**src/evgPkg.sv**
```systemverilog
// Shared constants and types of the tiny event generator.
// Timing constants assume a 125 MHz transmit clock.
// Event codes follow the usual timing-link assignments and are not configurable.
package evgPkg;

    // Event codes carried in the low byte of the transmit word
    localparam logic [7:0] evCodeShiftZero     = 8'h70;
    localparam logic [7:0] evCodeShiftOne      = 8'h71;
    localparam logic [7:0] evCodeHeartbeat     = 8'h7A;
    localparam logic [7:0] evCodeSecondsMarker = 8'h7D;
    // K28.5 comma, only meaningful with the K flag set
    localparam logic [7:0] evCodeComma         = 8'hBC;

    // Width of the seconds value sent after each marker
    localparam int unsigned secondsWidth = 32;

    // Transmit clock rate in Hz
    localparam int unsigned evgClockRate = 125000000;

    // PPS marker must stay low this long (10 us) before a new edge counts
    localparam int unsigned ppsDebounceCycles = evgClockRate / 100000;

    // Intervals at or below this value switch heartbeats off
    localparam int unsigned heartbeatMinInterval = 20;

    // Idle cycles after the seconds marker and after each seconds bit
    localparam int unsigned secondsGapCycles = 3;

    // Cycles during which a comma blocks the next comma
    localparam int unsigned commaGapCycles = 3;

    // Transmit word as it leaves the top level
    typedef struct packed {
        logic [7:0] distributedBus;
        logic [7:0] code;
        logic [1:0] isK;
    } txWordT;

    // Latest PPS capture, the toggle flips once per accepted marker
    typedef struct packed {
        logic                    toggle;
        logic [secondsWidth-1:0] seconds;
    } secondsCaptureT;

endpackage

```
**src/eventArbiter.sv**
```systemverilog
// Event arbiter building the transmit word one code per clock.
// Priority is external strobe, heartbeat, seconds marker, seconds bits, comma.
// A heartbeat that loses to a strobe is dropped while seconds traffic only waits.
// Code and K flag are registered and the distributed bus passes straight through.
// Only the low byte can carry a K character, so isK bit 1 is always 0.
`timescale 1ns/1ps

module eventArbiter (
    input  logic                   evgTxClk,
    input  logic                   rstN,
    input  logic                   eventStrobe,
    input  logic [7:0]             eventCode,
    input  logic [7:0]             distributedBus,
    input  logic                   heartbeatRequest,
    input  evgPkg::secondsCaptureT capture,
    output evgPkg::txWordT         txWord
);
    import evgPkg::*;

    localparam int unsigned bitCountWidth = $clog2(secondsWidth + 1);
    localparam int unsigned secondsGapWidth = $clog2(secondsGapCycles + 1);
    localparam int unsigned commaGapWidth = $clog2(commaGapCycles + 1);

    // A mismatch with this copy of the capture toggle means a marker is pending
    logic                        toggleCopy;
    logic [secondsWidth-1:0]     secondsShift;
    // Seconds bits still to send
    logic [bitCountWidth-1:0]    bitCount;
    logic [secondsGapWidth-1:0]  secondsGap;
    logic [commaGapWidth-1:0]    commaGap;
    logic [7:0]                  txCode;
    logic                        txIsK;

    // One-hot choice for this cycle
    logic sendStrobe;
    logic sendHeartbeat;
    logic sendMarker;
    logic sendBit;
    logic sendComma;

    always_comb begin
        sendStrobe    = 1'b0;
        sendHeartbeat = 1'b0;
        sendMarker    = 1'b0;
        sendBit       = 1'b0;
        sendComma     = 1'b0;
        if (eventStrobe) begin
            sendStrobe = 1'b1;
        end else if (heartbeatRequest) begin
            sendHeartbeat = 1'b1;
        end else if (capture.toggle != toggleCopy) begin
            sendMarker = 1'b1;
        end else if ((bitCount != '0) && (secondsGap == '0)) begin
            sendBit = 1'b1;
        end else if (commaGap == '0) begin
            sendComma = 1'b1;
        end
    end

    // The seconds gap reloads on seconds traffic and runs down in all other cycles
    always_ff @(posedge evgTxClk or negedge rstN) begin
        if (!rstN) begin
            toggleCopy <= 1'b0;
            bitCount   <= '0;
            secondsGap <= '0;
        end else if (sendMarker) begin
            toggleCopy <= capture.toggle;
            bitCount   <= bitCountWidth'(secondsWidth);
            secondsGap <= secondsGapWidth'(secondsGapCycles);
        end else if (sendBit) begin
            bitCount   <= bitCount - 1'b1;
            secondsGap <= secondsGapWidth'(secondsGapCycles);
        end else if (secondsGap != '0) begin
            secondsGap <= secondsGap - 1'b1;
        end
    end

    // MSB goes out first, so the value shifts towards the top
    always_ff @(posedge evgTxClk or negedge rstN) begin
        if (!rstN) begin
            secondsShift <= '0;
        end else if (sendMarker) begin
            secondsShift <= capture.seconds;
        end else if (sendBit) begin
            secondsShift <= {secondsShift[secondsWidth-2:0], 1'b0};
        end
    end

    always_ff @(posedge evgTxClk or negedge rstN) begin
        if (!rstN) begin
            commaGap <= '0;
        end else if (sendComma) begin
            commaGap <= commaGapWidth'(commaGapCycles);
        end else if (commaGap != '0) begin
            commaGap <= commaGap - 1'b1;
        end
    end

    always_ff @(posedge evgTxClk or negedge rstN) begin
        if (!rstN) begin
            txCode <= 8'h00;
            txIsK  <= 1'b0;
        end else begin
            txIsK <= sendComma;
            if (sendStrobe) begin
                txCode <= eventCode;
            end else if (sendHeartbeat) begin
                txCode <= evCodeHeartbeat;
            end else if (sendMarker) begin
                txCode <= evCodeSecondsMarker;
            end else if (sendBit) begin
                txCode <= secondsShift[secondsWidth-1] ? evCodeShiftOne : evCodeShiftZero;
            end else if (sendComma) begin
                txCode <= evCodeComma;
            end else begin
                // Idle slot inside the comma gap
                txCode <= 8'h00;
            end
        end
    end

    assign txWord = '{distributedBus: distributedBus, code: txCode, isK: {1'b0, txIsK}};

endmodule

```
**src/heartbeatTimer.sv**
```systemverilog
// Heartbeat request generator.
// The interval is sampled every cycle, so a change takes effect at the next expiry.
// Intervals at or below the package minimum stop requests and clear the count.
`timescale 1ns/1ps

module heartbeatTimer (
    input  logic        evgTxClk,
    input  logic        rstN,
    input  logic [31:0] heartbeatInterval,
    output logic        heartbeatRequest
);
    import evgPkg::*;

    // Remaining cycles until the next request
    logic [31:0] heartbeatCount;
    logic        intervalValid;

    // Short intervals would swamp the link, so they disable the timer
    assign intervalValid = heartbeatInterval > heartbeatMinInterval;

    always_ff @(posedge evgTxClk or negedge rstN) begin
        if (!rstN) begin
            heartbeatCount   <= '0;
            heartbeatRequest <= 1'b0;
        end else if (!intervalValid) begin
            // Hold at zero so a valid interval starts with an immediate request
            heartbeatCount   <= '0;
            heartbeatRequest <= 1'b0;
        end else if (heartbeatCount == '0) begin
            // Reload with interval minus one to get exact spacing
            heartbeatCount   <= heartbeatInterval - 32'd1;
            heartbeatRequest <= 1'b1;
        end else begin
            heartbeatCount   <= heartbeatCount - 32'd1;
            heartbeatRequest <= 1'b0;
        end
    end

endmodule

```
**src/ppsCapture.sv**
```systemverilog
// PPS marker capture with a two-flop synchronizer and low-time debounce.
// secondsAsync is not synchronized, so it must be stable for a few cycles
// around the marker's rising edge, or the latched value may be corrupt.
// A new edge is accepted only after the marker was low for ppsDebounceCycles.
`timescale 1ns/1ps

module ppsCapture (
    input  logic                            evgTxClk,
    input  logic                            rstN,
    input  logic                            ppsMarkerAsync,
    input  logic [evgPkg::secondsWidth-1:0] secondsAsync,
    output evgPkg::secondsCaptureT          capture
);
    import evgPkg::*;

    localparam int unsigned debounceReload = ppsDebounceCycles - 1;
    localparam int unsigned debounceWidth  = $clog2(ppsDebounceCycles);

    // Synchronizer stages where index 1 is the usable sample
    logic [1:0]                ppsSync;
    logic                      ppsMarker;
    // High from an accepted edge until the marker has been low long enough
    logic                      ppsDebounced;
    logic [debounceWidth-1:0]  debounceTimer;
    logic                      ppsToggle;
    logic [secondsWidth-1:0]   secondsLatch;
    logic                      ppsAccept;

    assign ppsMarker = ppsSync[1];

    // A high sample while the debounced state is low is a new marker
    assign ppsAccept = ppsMarker && !ppsDebounced;

    always_ff @(posedge evgTxClk or negedge rstN) begin
        if (!rstN) begin
            ppsSync <= 2'b00;
        end else begin
            ppsSync <= {ppsSync[0], ppsMarkerAsync};
        end
    end

    always_ff @(posedge evgTxClk or negedge rstN) begin
        if (!rstN) begin
            ppsDebounced  <= 1'b0;
            debounceTimer <= '0;
        end else if (ppsMarker) begin
            // Any high sample restarts the low-time measurement
            ppsDebounced  <= 1'b1;
            debounceTimer <= debounceWidth'(debounceReload);
        end else if (debounceTimer != '0) begin
            debounceTimer <= debounceTimer - 1'b1;
        end else begin
            // The marker was low long enough so the next rising edge will count
            ppsDebounced  <= 1'b0;
        end
    end

    always_ff @(posedge evgTxClk or negedge rstN) begin
        if (!rstN) begin
            ppsToggle <= 1'b0;
        end else if (ppsAccept) begin
            ppsToggle <= !ppsToggle;
        end
    end

    // Seconds are latched on the same edge that flips the toggle
    always_ff @(posedge evgTxClk or negedge rstN) begin
        if (!rstN) begin
            secondsLatch <= '0;
        end else if (ppsAccept) begin
            secondsLatch <= secondsAsync;
        end
    end

    assign capture = '{toggle: ppsToggle, seconds: secondsLatch};

endmodule

```
**src/tinyEvg.sv**
```systemverilog
// Small event generator for a serial timing link.
// Produces one 16-bit word per evgTxClk with no back-pressure.
// ppsMarkerAsync and secondsAsync may come from any clock domain.
// Transceiver and 8b/10b coding are outside this block.
`timescale 1ns/1ps

module tinyEvg (
    input  logic                            evgTxClk,
    input  logic                            rstN,
    input  logic [31:0]                     heartbeatInterval,
    input  logic [7:0]                      distributedBus,
    input  logic [7:0]                      eventCode,
    input  logic                            eventStrobe,
    input  logic                            ppsMarkerAsync,
    input  logic [evgPkg::secondsWidth-1:0] secondsAsync,
    output logic                            ppsToggle,
    output evgPkg::txWordT                  txWord
);
    import evgPkg::*;

    logic           heartbeatRequest;
    secondsCaptureT capture;

    // Periodic heartbeat requests
    heartbeatTimer i_heartbeatTimer (
        .evgTxClk          (evgTxClk),
        .rstN              (rstN),
        .heartbeatInterval (heartbeatInterval),
        .heartbeatRequest  (heartbeatRequest)
    );

    // PPS marker and seconds value brought into the link clock domain
    ppsCapture i_ppsCapture (
        .evgTxClk       (evgTxClk),
        .rstN           (rstN),
        .ppsMarkerAsync (ppsMarkerAsync),
        .secondsAsync   (secondsAsync),
        .capture        (capture)
    );

    // Merges all sources into the transmit word
    eventArbiter i_eventArbiter (
        .evgTxClk         (evgTxClk),
        .rstN             (rstN),
        .eventStrobe      (eventStrobe),
        .eventCode        (eventCode),
        .distributedBus   (distributedBus),
        .heartbeatRequest (heartbeatRequest),
        .capture          (capture),
        .txWord           (txWord)
    );

    // Host logic watches this to know a new seconds value is expected
    assign ppsToggle = capture.toggle;

endmodule

```
**config.mk**
```make
export PLATFORM = sky130hd
export DESIGN_NAME = tinyEvg
export DESIGN_NICKNAME = d
export VERILOG_FILES = /design/src/evgPkg.sv /design/src/eventArbiter.sv /design/src/heartbeatTimer.sv /design/src/ppsCapture.sv /design/src/tinyEvg.sv
export SDC_FILE = /design/constraint.sdc
export NUM_CORES = 1
export LEC_CHECK = 0
export BUFFER_PORTS_ARGS = -buffer_cell sky130_fd_sc_hd__buf_4
export CAP_MARGIN = 5
export CORE_MARGIN = 1.5
export CORE_UTILIZATION = 29
export CTS_CLUSTER_SIZE = 40
export DETAILED_ROUTE_END_ITERATION = 16
export SLEW_MARGIN = 20
export SYNTH_ARGS = -nofsm -noshare
export SYNTH_HDL_FRONTEND = slang
export SYNTH_SLANG_ARGS = --single-unit
```
**constraint.sdc**
```tcl
create_clock -name evgTxClk -period 9.8 [get_ports evgTxClk]
set_clock_uncertainty 0.2 [all_clocks]
set_input_delay 0.98 -clock evgTxClk [delete_from_list [all_inputs] [get_ports evgTxClk]]
set_output_delay 0.98 -clock evgTxClk [all_outputs]
set_load 0.02 [all_outputs]
```
==> results.py <==
metrics = {
    "status": {
        "status": "complete, no violations",
    },
    "yosys": {
        "synthMuxAreaShare_pct": 6.608,
        "synth_fa_ha_area_share_pct": 1.126,
        "synthSimpleGateAreaFrac_pct": 21.46,
        "synth_cell_type_count": 55,
        "syn-cell-area_um2": 6665,
        "yosys_warnings": 0,
        "ys_seq_area_share_pct": 49.56,
        "synth-compound-area-share_pct": 13.10,
        "synth_area_leaders": "dfrtp_1 50%, mux2_2 6.1%, nand2_1 5.0%",
        "synth_seq_cells": 132,
        "synth_commonest_cells": "132 x dfrtp_1, 89 x nand2_1, 87 x nor2_1, 46 x a21oi_1, 37 x a31oi_1",
        "async_flop_share_pct": 100.0,
        "synth-edff-count": 0,
        "synth_top_area_share_pct": 49.56,
        "synth_area_leader_cell": "dfrtp_1",
        "synthFlopType": "dfrtp_1",
        "yosysMostFrequentCell": "dfrtp_1",
        "synthesis.nets": 790,
        "synth_top_family_by_area": "simple AND/OR/NAND/NOR gates",
        "syn_inst": 700,
        "synth_area_per_cell_um2": 9.522,
        "synth_xor_xnor_area_share_pct": 3.811,
    },
    "clock_network": {
        "cts_tree": "built",
        "cts_hold_buffers": 0,
        "clk_latency_ns": 0.42,
        "clkTransAtPathRegs_ns": 0.06,
        "post_cts_resized": 0,
        "cts_root_buf": "clkbuf_16",
        "cts.sinks": 132,
        "cts_max_path_buffers": 2,
        "cts_made_buffers": 17,
        "post_cts_buffers": 0,
        "htreeDepth": 4,
    },
    "pwr": {
        "power.share.clock_pct": 38.6,
        "seqPwrFrac_pct": 41.7,
        "ir_drop_mv": 0.1024,
        "power_leakage_nw": 3.617,
        "internal_power_w": 0.001236,
        "pwr-share-comb_pct": 19.7,
        "p_total_w": 0.001743,
        "powerDensity_nw_per_um2": 214.7,
        "power_switching_w": 0.0005066,
        "p_sw_share_pct": 29.07,
    },
    "floorplan": {
        "core_area_um2": 22570,
        "start_util_pct": 29.53,
        "die_h_um": 154.6,
        "die_w_um": 154.6,
        "die-area_um2": 23900,
        "ios": 103,
        "num_rows": 55,
    },
    "global_routing": {
        "track_usage_pct": 13.49,
        "first_global_vias": 5076,
        "grt_first_pass_wirelength_mm": 25.84,
        "antenna_found_initial": 0,
        "overflow": 0,
        "grt_max_degree": 69,
    },
    "routing": {
        "num_vias": 5387,
        "vias_per_cell": 5.068,
        "first_pass_iters": 5,
        "drc_errors": 0,
        "wl_mm": 15.57,
        "drt_iter0_drc": 326,
        "wire_per_inst_um": 14.64,
        "antenna_left": 0,
    },
    "sta": {
        "period_share_pct": 38.50,
        "rsz0062_at_grt": "no",
        "max_freq_mhz": 265.1,
        "hold_viol": 0,
        "setup-tns-final_ns": 0,
        "period_minus_slack_ns": 3.773,
        "worst_pin_slew_ns": 1.008,
        "final_max_slew_viol_count": 0,
        "setup_viol": 0,
        "max_slew_margin_pct": 32.67,
    },
    "worst_setup_path": {
        "path_class": "flop to flop",
        "critPathCaptureType": "flop",
        "critPathArrivalTime_ns": 3.85,
        "cp.required_ns": 9.87,
        "cp-startpoint": "i_heartbeatTimer.heartbeatCount[15]",
        "r2r_start": "i_heartbeatTimer.heartbeatCount[15]",
        "cp_max_fo": 16,
        "cp-start-kind": "flop",
    },
    "hold_path": {
        "hp-class": "flop to flop",
        "hold_start": "i_ppsCapture.ppsSync[0]",
    },
    "placement": {
        "port_buffers": 85,
        "place_hpwl_mm": 10.50,
        "routabilityCongestion": 0.8485,
        "dpl_cell_area_um2": 7490,
        "place_inst": 1031,
    },
    "layout": {
        "multi_input_area_um2": 3092,
        "seq_area_um2": 3303,
        "finish.instance_area_um2": 8118,
        "area_growth_pct": 21.79,
        "diodes": 0,
        "fillers": 2296,
        "drive_gt1_share_pct": 22.37,
        "stdcell_count": 1063,
        "final_nets": 855,
    },
    "run": {
        "maxCapViolations": 0,
    },
}
-- final timing paths --
kind,end,slack [ns],cells after the start
setup / recovery,i_heartbeatTimer.heartbeatCount[18],6.03,7
hold / removal,i_ppsCapture.ppsSync[1],0.17,0
setup reg to reg,i_heartbeatTimer.heartbeatCount[18],6.03,7
hold reg to reg,i_ppsCapture.ppsSync[1],0.17,0
max in group asynchronous,i_heartbeatTimer.heartbeatCount[23],7.73,2
min in group asynchronous,i_ppsCapture.secondsLatch[20],0.36,1
-- flip-flops by register name, summed over array words and instances, names as in the netlist, 6 cells and up --
register	count
i_ppsCapture.secondsLatch	32
i_ppsCapture.debounceTimer	11
i_eventArbiter.txCode	8
i_eventArbiter.bitCount	6
i_eventArbiter.secondsShift	32
i_heartbeatTimer.heartbeatCount	32
-- stage by stage --
step	util [%]	setup slack (ns)	hold WS, ns
after floorplan	-	6.171	0.1312
after CTS	35.94	6.065	0.1975
final	35.96	6.027	0.1745
after global routing	35.96	5.704	0.1948
after detailed placement	33.18	5.737	0.1734
after global placement	33.18	5.786	0.1816
-- layout make-up --
cell class | instances | area share, %
flip-flops and latches | 132 | 40.69
multi-input cells | 507 | 38.09
repair buffers | 90 | 8.369
clock buffers | 20 | 5.626
well taps | 285 | 4.393
clock inverters | 12 | 2.050
inverters | 17 | 0.7861
-- worst max-delay path, stage by stage (launching register included) --
cell and delay, ns:
dfrtp_1 0.44, or4_4 0.58, nor4_1 0.64, nand4_1 0.73
o21bai_1 0.61, or2_2 0.24, xnor2_1 0.13, nor2_1 0.06
-- cell usage in the layout (no fill, tap or decap), types with 9 or more instances in the layout --
master,Yosys,layout
a31oi_1,37,37
xnor2_1,15,15
nor3_1,24,24
nand4_1,10,10
nor2_1,87,87
inv_1,17,17
o21ai_0,17,17
nor4_1,22,22
xor2_1,14,14
clkbuf_16,0,17
nand2_1,89,88
a21oi_1,46,46
buf_4,12,89
mux2_2,36,36
dfrtp_1,132,132
nand2b_1,9,9
-- power groups by stage --
| stage | registers, W | clock network [W] | logic (W) |
|---|---|---|---|
| global placement | 0.000733 | 0 | 0.000337 |
| floorplan | 0.000731 | 0 | 0.000238 |
| detailed placement | 0.000736 | 0 | 0.000346 |
| finish | 0.000727 | 0.000672 | 0.000344 |
| CTS | 0.000728 | 0.000690 | 0.000349 |
| global route | 0.000743 | 0.000717 | 0.000392 |
-- metal layers --
layer	track usage, %	share of wire [%]	vias up
met3	3.166	5.7	12
li1	-	-	2603
met2	20.10	45	154
met1	19.14	49	2618
met4	4.625	1.2	0
met5	0	0	-
-- cell families (layout without fill, tap and decap cells) --
logic type      Yosys count  after routing
simple gates            293            293
flops                   132            132
buf+inv                  61            139
xor+xnor                 29             29
mux                      39             39
fa+ha+maj                 6              6
compound gates          139            139
other cells               1              1
No activity file was read; power rests on OpenSTA's default activity.
